$ cat config.mk
export PLATFORM = sky130hd
export DESIGN_NAME = core_pipe_backend
export DESIGN_NICKNAME = d
export VERILOG_FILES = /design/src/source/core_pkg.sv /design/src/source/core_pipe_mem.sv /design/src/source/core_pipe_s3_reg.sv /design/src/source/core_pipe_wb.sv /design/src/source/core_csr_file.sv /design/src/source/core_dmem_sram.sv /design/src/source/core_pipe_backend.sv
export VERILOG_INCLUDE_DIRS = /design/src /design/src/include
export SDC_FILE = /design/constraint.sdc
export NUM_CORES = 2
export LEC_CHECK = 0
export BUFFER_PORTS_ARGS = -buffer_cell sky130_fd_sc_hd__buf_2
export CAP_MARGIN = 40
export CORE_ASPECT_RATIO = 1.1
export CORE_MARGIN = 1.5
export CORE_UTILIZATION = 30
export DETAILED_ROUTE_END_ITERATION = 7
export PLACE_DENSITY = 0.42
export SYNTH_ARGS = -nofsm -noshare
export SYNTH_HDL_FRONTEND = slang
export SYNTH_HIERARCHICAL = 1
export SYNTH_SLANG_ARGS = --single-unit
$ cat constraint.sdc
create_clock -name g_clk -period 18.05 [get_ports g_clk]
set_input_delay 0.9025 -clock g_clk [delete_from_list [all_inputs] [get_ports g_clk]]
set_output_delay 0.9025 -clock g_clk [all_outputs]
set_load 0.1 [all_outputs]
$ cat src/include/core_cfg.svh
`ifndef CORE_CFG_SVH
`define CORE_CFG_SVH

// ----------------------------------------
// Core widths
// ----------------------------------------

`define CORE_XLEN        64    // Data path width
`define CORE_REG_ADDR_W  5     // GPR index width
`define CORE_CSR_ADDR_W  12    // CSR address width

// ----------------------------------------
// Data memory
// ----------------------------------------

`define CORE_DMEM_DEPTH  64    // Doublewords in the data SRAM

`endif

$ cat src/source/core_pkg.sv
`include "core_cfg.svh"

package core_pkg;

    localparam int DMEM_AW = $clog2(`CORE_DMEM_DEPTH);  // SRAM word index width

    // ----------------------------------------
    // Operation encodings
    // ----------------------------------------

    typedef struct packed {
        logic load;        // Memory read
        logic store;       // Memory write
        logic sz_byte;     // 8-bit access
        logic sz_half;     // 16-bit access
        logic sz_word;     // 32-bit access
        logic sz_double;   // 64-bit access
        logic sext;        // Sign extend load data
    } lsu_op_t;

    typedef struct packed {
        logic rd;          // Read only
        logic wr;          // Overwrite
        logic set;         // OR in bits
        logic clr;         // Clear bits
    } csr_op_t;

    typedef enum logic [1:0] {
        WB_OP_NONE  = 2'd0,  // No GPR write
        WB_OP_WDATA = 2'd1,  // Execute value
        WB_OP_LSU   = 2'd2,  // Load data
        WB_OP_CSR   = 2'd3   // Old CSR value
    } wb_op_t;

    // Execute result, either a value or a memory address
    typedef union packed {
        logic [`CORE_XLEN-1:0] value;
        struct packed {
            logic [`CORE_XLEN-4:0] dw_idx;  // Doubleword index
            logic [2:0]            offset;  // Byte within doubleword
        } addr;
    } result_u;

    // ----------------------------------------
    // Pipeline and port bundles
    // ----------------------------------------

    typedef struct packed {
        logic [`CORE_XLEN-1:0]       pc;
        logic [31:0]                 instr;
        result_u                     result;
        logic [`CORE_XLEN-1:0]       store_data;
        logic [`CORE_REG_ADDR_W-1:0] rd;
        lsu_op_t                     lsu_op;
        csr_op_t                     csr_op;
        logic [`CORE_CSR_ADDR_W-1:0] csr_addr;
        wb_op_t                      wb_op;
    } instr_pkt_t;

    typedef struct packed {
        logic                        wen;
        logic [`CORE_REG_ADDR_W-1:0] addr;
        logic [`CORE_XLEN-1:0]       wdata;
    } gpr_wr_t;

    typedef struct packed {
        logic                        en;
        logic                        wr;
        logic                        set;
        logic                        clr;
        logic [`CORE_CSR_ADDR_W-1:0] addr;
        logic [`CORE_XLEN-1:0]       wdata;
    } csr_req_t;

    typedef struct packed {
        logic                  valid;
        logic [31:0]           instr;
        logic [`CORE_XLEN-1:0] pc;
    } trace_t;

    typedef struct packed {
        logic                  req;
        logic                  wen;
        logic [7:0]            strb;   // One bit per byte lane
        logic [DMEM_AW-1:0]    addr;
        logic [`CORE_XLEN-1:0] wdata;
    } dmem_req_t;

endpackage

$ cat src/source/core_pipe_mem.sv
`timescale 1ns/1ps

module core_pipe_mem (
    input  logic                  g_clk,
    input  logic                  g_resetn,
    input  logic                  iss_req,    // Issue request
    input  core_pkg::instr_pkt_t  iss_pkt,    // Stable while iss_req high
    input  logic                  s2_ready,   // Stage 3 can take a packet
    output logic                  iss_ack,    // Issue acknowledge
    output logic                  s2_valid,   // Held packet present
    output core_pkg::instr_pkt_t  s2_pkt,
    output core_pkg::dmem_req_t   dmem        // Data SRAM request
);

    typedef enum logic {
        HS_IDLE,     // Waiting for iss_req
        HS_ACK       // Acked, waiting for iss_req to drop
    } hs_state_t;

    hs_state_t            hs_state;
    logic                 full_q;           // Holding register occupied
    core_pkg::instr_pkt_t pkt_q;            // Held packet

    logic                 drain;            // Packet moves to stage 3
    logic                 can_take;         // Room at the next edge
    logic                 take;             // Capture issue packet
    logic [7:0]           strb_base;        // Unshifted store strobe
    logic [2:0]           offs;             // Byte offset of access

    // ----------------------------------------
    // Four-phase receive
    // ----------------------------------------

    assign drain    = full_q && s2_ready;
    assign can_take = !full_q || drain;     // Back to back when draining
    assign take     = (hs_state == HS_IDLE) && iss_req && can_take;

    always_ff @(posedge g_clk) begin
        if (!g_resetn) begin
            hs_state <= HS_IDLE;
            full_q   <= 1'b0;
        end else begin
            case (hs_state)
                HS_IDLE: if (take)     hs_state <= HS_ACK;
                HS_ACK:  if (!iss_req) hs_state <= HS_IDLE;  // Ack falls next cycle
                default:               hs_state <= HS_IDLE;
            endcase
            if (take) begin
                full_q <= 1'b1;
            end else if (drain) begin
                full_q <= 1'b0;
            end
        end
    end

    always_ff @(posedge g_clk) begin
        if (take) begin
            pkt_q <= iss_pkt;               // Payload, no reset
        end
    end

    assign iss_ack  = (hs_state == HS_ACK);
    assign s2_valid = full_q;
    assign s2_pkt   = pkt_q;

    // ----------------------------------------
    // Data SRAM request
    // ----------------------------------------

    assign offs = pkt_q.result.addr.offset;

    always_comb begin
        if (pkt_q.lsu_op.sz_byte) begin
            strb_base = 8'h01;
        end else if (pkt_q.lsu_op.sz_half) begin
            strb_base = 8'h03;
        end else if (pkt_q.lsu_op.sz_word) begin
            strb_base = 8'h0f;
        end else begin
            strb_base = 8'hff;              // Doubleword
        end
    end

    always_comb begin
        dmem.req   = drain && (pkt_q.lsu_op.load || pkt_q.lsu_op.store);
        dmem.wen   = drain && pkt_q.lsu_op.store;
        dmem.strb  = strb_base << offs;     // Lanes of the access
        dmem.addr  = pkt_q.result.addr.dw_idx[core_pkg::DMEM_AW-1:0];
        dmem.wdata = pkt_q.store_data << {offs, 3'b000};  // Data onto its lanes
    end

endmodule

$ cat src/source/core_pipe_s3_reg.sv
`timescale 1ns/1ps

module core_pipe_s3_reg (
    input  logic                  g_clk,
    input  logic                  g_resetn,
    input  logic                  s2_valid,   // Memory stage has a packet
    input  core_pkg::instr_pkt_t  s2_pkt,
    input  logic                  s3_ready,   // Writeback can drain
    output logic                  s2_ready,
    output logic                  s3_valid,   // Packet lands at next edge
    output logic                  s3_full,    // Register occupied
    output core_pkg::instr_pkt_t  s3_pkt
);

    logic                 full_q;
    core_pkg::instr_pkt_t pkt_q;
    logic                 load;             // Transfer from stage 2

    // ----------------------------------------
    // One-entry register
    // ----------------------------------------

    assign s2_ready = !full_q || s3_ready;  // Empty or draining this cycle
    assign load     = s2_valid && s2_ready;
    assign s3_valid = load;

    always_ff @(posedge g_clk) begin
        if (!g_resetn) begin
            full_q <= 1'b0;
        end else if (load) begin
            full_q <= 1'b1;
        end else if (s3_ready) begin
            full_q <= 1'b0;                 // Drained with nothing behind
        end
    end

    always_ff @(posedge g_clk) begin
        if (load) begin
            pkt_q <= s2_pkt;
        end
    end

    assign s3_full = full_q;
    assign s3_pkt  = pkt_q;

endmodule

$ cat src/source/core_pipe_wb.sv
`timescale 1ns/1ps
`include "core_cfg.svh"

module core_pipe_wb (
    input  logic                  g_clk,
    input  logic                  g_resetn,
    input  logic                  s3_valid,     // New packet at next edge
    input  logic                  s3_full,      // Stage 3 occupied
    input  core_pkg::instr_pkt_t  s3_pkt,
    input  logic [`CORE_XLEN-1:0] dmem_rdata,   // Valid while packet in s3
    input  logic [`CORE_XLEN-1:0] csr_rdata,    // Old CSR value
    input  logic                  csr_error,    // Bad CSR access
    output logic                  s3_ready,
    output core_pkg::gpr_wr_t     gpr_wr,
    output core_pkg::csr_req_t    csr_req,
    output core_pkg::trace_t      trace
);

    logic                  armed_q;             // Fresh packet not yet retired
    logic                  retire;              // Packet retires this cycle
    logic                  csr_any;             // Packet has a CSR op
    logic [`CORE_XLEN-1:0] lsu_rdata;           // Aligned load result
    logic [`CORE_XLEN-1:0] rdata_sh;            // Load data moved to lane 0
    logic [`CORE_XLEN-1:0] rdata_byte;
    logic [`CORE_XLEN-1:0] rdata_half;
    logic [`CORE_XLEN-1:0] rdata_word;
    logic                  sx;                  // Sign extension wanted

    // ----------------------------------------
    // Retire control
    // ----------------------------------------

    assign s3_ready = 1'b1;                     // No control flow wait

    always_ff @(posedge g_clk) begin
        if (!g_resetn) begin
            armed_q <= 1'b0;
        end else begin
            armed_q <= s3_valid && s3_ready;    // One pulse per packet
        end
    end

    assign retire = armed_q && s3_full;

    // ----------------------------------------
    // Load data alignment
    // ----------------------------------------

    assign sx       = s3_pkt.lsu_op.sext;
    assign rdata_sh = dmem_rdata >> {s3_pkt.result.addr.offset, 3'b000};

    // Mask to size, then fill upper bits
    assign rdata_byte = {{(`CORE_XLEN-8){sx && rdata_sh[7]}},   rdata_sh[7:0]};
    assign rdata_half = {{(`CORE_XLEN-16){sx && rdata_sh[15]}}, rdata_sh[15:0]};
    assign rdata_word = {{(`CORE_XLEN-32){sx && rdata_sh[31]}}, rdata_sh[31:0]};

    always_comb begin
        if (s3_pkt.lsu_op.sz_byte) begin
            lsu_rdata = rdata_byte;
        end else if (s3_pkt.lsu_op.sz_half) begin
            lsu_rdata = rdata_half;
        end else if (s3_pkt.lsu_op.sz_word) begin
            lsu_rdata = rdata_word;
        end else begin
            lsu_rdata = dmem_rdata;             // Double, already aligned
        end
    end

    // ----------------------------------------
    // CSR access
    // ----------------------------------------

    assign csr_any = s3_pkt.csr_op.rd || s3_pkt.csr_op.wr ||
                     s3_pkt.csr_op.set || s3_pkt.csr_op.clr;

    always_comb begin
        csr_req.en    = retire && csr_any;      // Once per instruction
        csr_req.wr    = s3_pkt.csr_op.wr;
        csr_req.set   = s3_pkt.csr_op.set;
        csr_req.clr   = s3_pkt.csr_op.clr;
        csr_req.addr  = s3_pkt.csr_addr;
        csr_req.wdata = s3_pkt.result.value;    // Operand from execute
    end

    // ----------------------------------------
    // GPR writeback and trace
    // ----------------------------------------

    always_comb begin
        gpr_wr.wen  = retire && (s3_pkt.wb_op != core_pkg::WB_OP_NONE) && !csr_error;
        gpr_wr.addr = s3_pkt.rd;
        case (s3_pkt.wb_op)
            core_pkg::WB_OP_LSU: gpr_wr.wdata = lsu_rdata;
            core_pkg::WB_OP_CSR: gpr_wr.wdata = csr_rdata;
            default:             gpr_wr.wdata = s3_pkt.result.value;
        endcase
    end

    always_comb begin
        trace.valid = retire;                   // Every retired packet
        trace.instr = s3_pkt.instr;
        trace.pc    = s3_pkt.pc;
    end

endmodule

$ cat src/source/core_csr_file.sv
`timescale 1ns/1ps
`include "core_cfg.svh"

module core_csr_file (
    input  logic                  g_clk,
    input  logic                  g_resetn,
    input  core_pkg::csr_req_t    csr_req,
    output logic [`CORE_XLEN-1:0] csr_rdata,    // Value before the access
    output logic                  csr_error     // Unknown or read-only write
);

    localparam logic [`CORE_CSR_ADDR_W-1:0] ADDR_MSCRATCH = 'h340;
    localparam logic [`CORE_CSR_ADDR_W-1:0] ADDR_MEPC     = 'h341;
    localparam logic [`CORE_CSR_ADDR_W-1:0] ADDR_MTVAL    = 'h343;
    localparam logic [`CORE_CSR_ADDR_W-1:0] ADDR_MHARTID  = 'hf14;

    logic [`CORE_XLEN-1:0] mscratch_q;
    logic [`CORE_XLEN-1:0] mepc_q;
    logic [`CORE_XLEN-1:0] mtval_q;
    logic [`CORE_XLEN-1:0] new_val;             // Value after the op
    logic sel_scratch, sel_epc, sel_tval, sel_hartid;
    logic is_write;                             // Any modifying op
    logic do_write;

    // ----------------------------------------
    // Decode and read
    // ----------------------------------------

    assign sel_scratch = (csr_req.addr == ADDR_MSCRATCH);
    assign sel_epc     = (csr_req.addr == ADDR_MEPC);
    assign sel_tval    = (csr_req.addr == ADDR_MTVAL);
    assign sel_hartid  = (csr_req.addr == ADDR_MHARTID);
    assign is_write    = csr_req.wr || csr_req.set || csr_req.clr;

    assign csr_error = csr_req.en &&
                       (!(sel_scratch || sel_epc || sel_tval || sel_hartid) ||
                        (sel_hartid && is_write));

    always_comb begin
        if (sel_scratch) begin
            csr_rdata = mscratch_q;
        end else if (sel_epc) begin
            csr_rdata = mepc_q;
        end else if (sel_tval) begin
            csr_rdata = mtval_q;
        end else begin
            csr_rdata = '0;                     // Hart 0, or unknown
        end
    end

    // ----------------------------------------
    // Update
    // ----------------------------------------

    always_comb begin
        if (csr_req.wr) begin
            new_val = csr_req.wdata;
        end else if (csr_req.set) begin
            new_val = csr_rdata | csr_req.wdata;
        end else begin
            new_val = csr_rdata & ~csr_req.wdata;  // Clear
        end
    end

    assign do_write = csr_req.en && is_write && !csr_error;

    always_ff @(posedge g_clk) begin
        if (!g_resetn) begin
            mscratch_q <= '0;
            mepc_q     <= '0;
            mtval_q    <= '0;
        end else if (do_write) begin
            if (sel_scratch) mscratch_q <= new_val;
            if (sel_epc)     mepc_q     <= new_val;
            if (sel_tval)    mtval_q    <= new_val;
        end
    end

endmodule

$ cat src/source/core_dmem_sram.sv
`timescale 1ns/1ps
`include "core_cfg.svh"

module core_dmem_sram (
    input  logic                  g_clk,
    input  core_pkg::dmem_req_t   dmem,         // Request from memory stage
    output logic [`CORE_XLEN-1:0] dmem_rdata    // One cycle after request
);

    logic [`CORE_XLEN-1:0] mem [`CORE_DMEM_DEPTH];

    // ----------------------------------------
    // Byte-strobed write, registered read
    // ----------------------------------------

    always_ff @(posedge g_clk) begin
        if (dmem.req && dmem.wen) begin
            for (int i = 0; i < 8; i++) begin
                if (dmem.strb[i]) begin
                    mem[dmem.addr][8*i +: 8] <= dmem.wdata[8*i +: 8];  // Lane i
                end
            end
        end else if (dmem.req) begin
            dmem_rdata <= mem[dmem.addr];       // Load read
        end
    end

endmodule

$ cat src/source/core_pipe_backend.sv
`timescale 1ns/1ps
`include "core_cfg.svh"

module core_pipe_backend (
    input  logic                  g_clk,
    input  logic                  g_resetn,
    input  logic                  iss_req,
    output logic                  iss_ack,
    input  core_pkg::instr_pkt_t  iss_pkt,
    output core_pkg::gpr_wr_t     gpr_wr,       // GPR write port
    output core_pkg::trace_t      trace         // Retire trace
);

    // ----------------------------------------
    // Stage links
    // ----------------------------------------

    logic                  s2_valid;
    logic                  s2_ready;
    core_pkg::instr_pkt_t  s2_pkt;
    logic                  s3_valid;
    logic                  s3_ready;
    logic                  s3_full;
    core_pkg::instr_pkt_t  s3_pkt;
    core_pkg::dmem_req_t   dmem;
    logic [`CORE_XLEN-1:0] dmem_rdata;
    core_pkg::csr_req_t    csr_req;
    logic [`CORE_XLEN-1:0] csr_rdata;
    logic                  csr_error;

    core_pipe_mem core_pipe_mem_inst (
        .g_clk    (g_clk),
        .g_resetn (g_resetn),
        .iss_req  (iss_req),
        .iss_pkt  (iss_pkt),
        .s2_ready (s2_ready),
        .iss_ack  (iss_ack),
        .s2_valid (s2_valid),
        .s2_pkt   (s2_pkt),
        .dmem     (dmem)
    );

    core_pipe_s3_reg core_pipe_s3_reg_inst (
        .g_clk    (g_clk),
        .g_resetn (g_resetn),
        .s2_valid (s2_valid),
        .s2_pkt   (s2_pkt),
        .s3_ready (s3_ready),
        .s2_ready (s2_ready),
        .s3_valid (s3_valid),
        .s3_full  (s3_full),
        .s3_pkt   (s3_pkt)
    );

    core_pipe_wb core_pipe_wb_inst (
        .g_clk      (g_clk),
        .g_resetn   (g_resetn),
        .s3_valid   (s3_valid),
        .s3_full    (s3_full),
        .s3_pkt     (s3_pkt),
        .dmem_rdata (dmem_rdata),
        .csr_rdata  (csr_rdata),
        .csr_error  (csr_error),
        .s3_ready   (s3_ready),
        .gpr_wr     (gpr_wr),
        .csr_req    (csr_req),
        .trace      (trace)
    );

    core_csr_file core_csr_file_inst (
        .g_clk     (g_clk),
        .g_resetn  (g_resetn),
        .csr_req   (csr_req),
        .csr_rdata (csr_rdata),
        .csr_error (csr_error)
    );

    core_dmem_sram core_dmem_sram_inst (
        .g_clk      (g_clk),
        .dmem       (dmem),
        .dmem_rdata (dmem_rdata)
    );

endmodule

; Word-level counts from Yosys, hierarchy flattened
; Memories as Yosys holds them, arrays and structs flattened. A register that Yosys moved wholly into a read port is not among the register bits.
; Index checks and enable logic that the tools add are counted.
; Widths: inputs -> output; s select.
[totals]
ramBits = 4096
register_bits = 636
word_cells = 125
memories = 1
input_bits = 257
[mem_list]
columns = name, depth, word_bits, read_ports, rd_clocked_by_memory_dff, wr, line_no
row1 = core_dmem_sram_inst.mem, 64, 64, 1, 1, 1, core_dmem_sram.sv:10  ; logic [`CORE_XLEN-1:0] mem [`CORE_DMEM_DEPTH];
[op_classes]
n_reduce_logical = 32
n_eq_ne = 6
shift = 3
n_bitwise = 5
mux = 40
[op_table]
columns = cell, count
row1 = $mux 64, 8
row2 = $pmux 64 s2, 1
row3 = $and 64x64->64, 1
row4 = $not 64->64, 1
row5 = $or 64x64->64, 1
row6 = $shl 64x6->64, 1
row7 = $shr 64x6->32, 1
row8 = $eq 12x10->1 const B, 3
row9 = $mux 1, 27
row10 = $mux 8, 3
row11 = $logic_and 1x1->1, 15
row12 = $eq 12x12->1 const B, 1
row13 = $logic_or 1x1->1, 10
row14 = $reduce_and 2->1, 4
row15 = $shl 8x3->8, 1
row16 = $eq 2x2->1 const B, 2
row17 = $logic_not 1->1, 2
row18 = $not 1->1, 2
row19 = $pmux 1 s2, 1
row20 = $reduce_bool 2->1, 1

; Longest topological paths before layout
[depth]
word_depth = 10
depth_mapped = 11

; Cells and area by module
; Netlist, hierarchy kept.
[modules_own_cells]
columns = module, n_inst, area_each_um2, seq_area_each_um2, cells_per_inst
row1 = core_dmem_sram, 1, 158300.6, 124919.8, 9144
row2 = core_csr_file, 1, 9930.8, 3843.7, 1054
row3 = core_pipe_mem, 1, 9919.5, 7667.4, 537
row4 = core_pipe_s3_reg, 1, 7684.9, 7647.3, 259
row5 = core_pipe_wb, 1, 5043.6, 20.0, 711

; Worst setup path after synthesis
; No wires, ideal clock.
[synth_path]
path_kind = input to register
from = input port iss_req
to = register core_pipe_mem_inst.pkt_q (netlist bit core_pipe_mem_inst/dmem[64]) (enable)
slack_ns = 4.963
arrival_time_ns = 12.182
path_stages = 2
setup_time_ns = 0.904
path_cell_list = nand2b_1 nor2b_1
[synth_via]
elab_chain_len = 1
[synth_rtl]
columns = element, line_no
row1 = from (decl), core_pipe_backend.sv:7  ; input logic iss_req,
row2 = $logic_and 1x1->1, core_pipe_mem.sv:36  ; assign take = (hs_state == HS_IDLE) && iss_req && can_take;
row3 = net core_pipe_mem_inst.take, core_pipe_mem.sv:26  ; logic take;
row4 = to (signal assigned), core_pipe_mem.sv:58  ; pkt_q <= iss_pkt;
row5 = to (decl), core_pipe_mem.sv:22  ; core_pkg::instr_pkt_t pkt_q;
; The timed path passes the listed nets, and every way through them passes these cells.
; A chain may end at the register's enable or synchronous reset.

==> parameters.txt <==
Parameter                              Value

Global routing
  Remaining global-route overflow    0
  Pin count of the biggest net entering global routing    163
  Number of antenna violations at the first check in global routing    62
  Aggregate global-route resource usage    21.9%
  Met3 usage in global routing    3.79%
  GRT met2 Usage    36.2%
  Via count of the first global-routing pass    116258
  GR met1 Demand/Resource    between 20 and 30%
  Busiest metal layer after global routing    met2
  Wire length of the first global-routing pass    975000 µm

Synthesis
  YS warnings    6
  Synth Area per Inst    16.2 µm²
  Synthesized netlist cell count    between 10000 and 15000
  Post-synth design cell area    0.189 mm²
  Post-synth net total    11894

Clock tree
  Clock slew seen by the registers of the worst setup and hold paths    ~60 ps
  Number of clock sinks    roughly 4800
  Number of buffers added by the clock tree synthesis step    550
  CTS Root Buffer Type    sky130_fd_sc_hd__clkbuf_16
  Clock latency on the worst-skew pair    1130 ps
  Bufs on Longest Clock Path    4
  CTS H-tree lvls    6
  TritonCTS clock tree    built

Place
  Final HPWL DP    469000 µm
  Quantity of I/O buffers inserted on ports    roughly 420
  Dpl ws    12120 ps
  GPL Wtd Cong    0.845

Die
  Total die area    about 0.63 mm²
  Core Rows    305
  Initial core utilization    a little under a third
  DIE WIDTH    759 µm
  Die H    835 µm
  Boundary Pins    425
  Area of the core    0.627 mm²

Layout
  Post-route core utilization    35.5%
  Layout cell share with drive strength beyond 1    18.8%
  Most used cells in the layout excluding fill and tap cells    4600 x sky130_fd_sc_hd__edfxtp_1, 917 x sky130_fd_sc_hd__a22oi_1, 749 x sky130_fd_sc_hd__nor2_1, 690 x sky130_fd_sc_hd__a221oi_1, 552 x sky130_fd_sc_hd__clkbuf_16
  Count of nets after finishing    12569
  Most common cell after layout, fill and taps aside    sky130_fd_sc_hd__edfxtp_1
  Filler cell count    59139
  Area taken by flip-flops and latches    0.142 mm²
  Area growth, synth to finish    17.8%
  Area used by multi-input combinational logic    0.0420 mm²

Setup path
  Critical path type    flop to flop
  Worst reg2reg path depth    11
  Data required time at the worst endpoint    18990 ps
  Setup slack, reg-to-reg    11970 ps
  Critical path endpoint category    flop
  Most Frequent Cell on Critical Path    sky130_fd_sc_hd__buf_4
  Biggest fanout along the worst timing path    93
  Critical-path top delay cell    sky130_fd_sc_hd__buf_4
  Worst-path cell chain    buf_12, buf_4, nor2b_4, buf_4, buf_4, buf_4, a22oi_1, o22ai_1, nor3_1, and4_1, nand4_1
  Critical path startpoint category    flop
  Largest stage delay on the critical path    ~780 ps
  Data arrival time of the critical path    around 7000 ps
  Terminus of the critical flop-to-flop path    core_dmem_sram_inst/dmem_rdata[7]
  R2r startpoint    core_pipe_mem_inst/dmem[66]

Timing
  Final critical-path share of the clock period    33.7%
  Worst Max-Slew Pin Slew    1030 ps
  Pins Over Slew Limit    0
  Worst clock skew    54.3 ps
  Total negative slack for setup checks    0 ps
  Shortest clock period the worst path allows after layout    slightly above 6000 ps
  Least setup slack across all paths after layout    11970 ps
  Max_slew headroom    31.2%
  Setup repair after global routing missed its margin    no
  Total setup violations reported at the end of the flow    0
  Final hold viol count    0
  Timing-limited maximum frequency    between 0.15 and 0.2 GHz

Worst hold path
  Hold-critical path endpoint    core_pipe_mem_inst/s2_pkt[95]
  Class of the most critical hold timing path    input pin to flop
  Hold Path Stages    1
  Hold wc startpoint    iss_pkt[95]

Routing
  Total detailed-routing wirelength    roughly 700000 µm
  Final ANT Viol Nets    0
  DRT iter0 DRCs    ~13000
  Remaining design rule violation count    0
  Via count    117385
  Average vias per placed instance    5.57
  Mean routed wirelength per cell    34.2 µm
  Drt pass-1 iters    6

Pwr
  Pwr per Cell Area    112 mW/mm²
  Peak ir drop on the vdd network    0.0000814 V
  Static Leak    69.3 nW

Status
  Run status    finished, final reports clean

Job
  Number of max-capacitance violations reported    0
## power breakdown
| group | total [mW] | internal (mW) | leakage, nW | switching [mW] |
|---|---|---|---|---|
| combinational | 1.76 | 0.432 | 18.8 | 1.32 |
| clock | 10.8 | 6.08 | 8.35 | 4.69 |
| sequential | 12.4 | 12.4 | 42.1 | 0.0632 |
| total | 25.0 | 18.9 | 69.3 | 6.08 |
## state kept, by name (all words and copies together), names as in the netlist
signal                          cells
core_pipe_mem_inst/dmem             6
core_pipe_s3_reg_inst/s3_full       1
core_csr_file_inst/mscratch_q      64
core_pipe_mem_inst/s2_pkt         247
core_pipe_mem_inst/iss_ack          1
core_pipe_mem_inst/s2_valid         1
core_dmem_sram_inst/dmem_rdata     64
core_csr_file_inst/mtval_q         64
core_pipe_s3_reg_inst/s3_pkt      187
core_dmem_sram_inst/mem          4096
core_csr_file_inst/mepc_q          64
core_pipe_wb_inst/armed_q           1
## worst max-delay path by stage
stage | from | end | cells after the start
global placement | core_pipe_mem_inst/dmem[64] | core_dmem_sram_inst/dmem_rdata[46] | 11
detailed placement | core_pipe_mem_inst/dmem[66] | core_dmem_sram_inst/dmem_rdata[60] | 10
CTS | core_pipe_mem_inst/dmem[66] | core_dmem_sram_inst/dmem_rdata[60] | 10
floorplan | iss_req | core_pipe_mem_inst/dmem[64] | 2
global route | core_pipe_mem_inst/dmem[66] | core_dmem_sram_inst/dmem_rdata[37] | 11
finish | core_pipe_mem_inst/dmem[66] | core_dmem_sram_inst/dmem_rdata[7] | 11
## timing repair
item / in CTS / in global routing
setup buffers: 0 / 0
resized for setup: 0 / 0
hold buffers: 240 / 0
hold endpoints to repair: 240 / 0
setup endpoints to repair: 0 / 0
## metrics by stage
| step | power, mW | cell area [µm²] | hold slack, ps | cells |
|---|---|---|---|---|
| global placement | 14.3 | 199000 | 400 | 19539 |
| finish | 25.0 | 222000 | 91.4 | 21077 |
| CTS | 25.2 | 222000 | 3.55 | 20999 |
| global route | 25.6 | 222000 | 32.1 | 21026 |
| detailed placement | 14.4 | 202000 | 405 | 19786 |
| floorplan | 13.6 | 189000 | 400 | 11637 |
## critical path, delay by kind of cell, from the launching register on
kind	cells	cell delay, ps
flops	1	390
compound gates	2	560
simple gates	4	1410
buf+inv	5	3190
## area by class of cell
type,count,share of cell area (%)
flip-flops and latches,4796,63.9
multi-input cells,5706,18.9
clock buffers,673,6.43
repair buffers,1243,4.73
well taps,8289,4.66
clock inverters,300,1.33
diodes,55,0.0619
inverters,15,0.0343
## layer usage
layer	part of all wire, %	up-vias
li1	-	48852
met1	41	62041
met2	48	5353
met3	7.3	1121
met4	4.5	18
met5	0.018	-
Note: power is estimated with default switching activity, not from simulation.
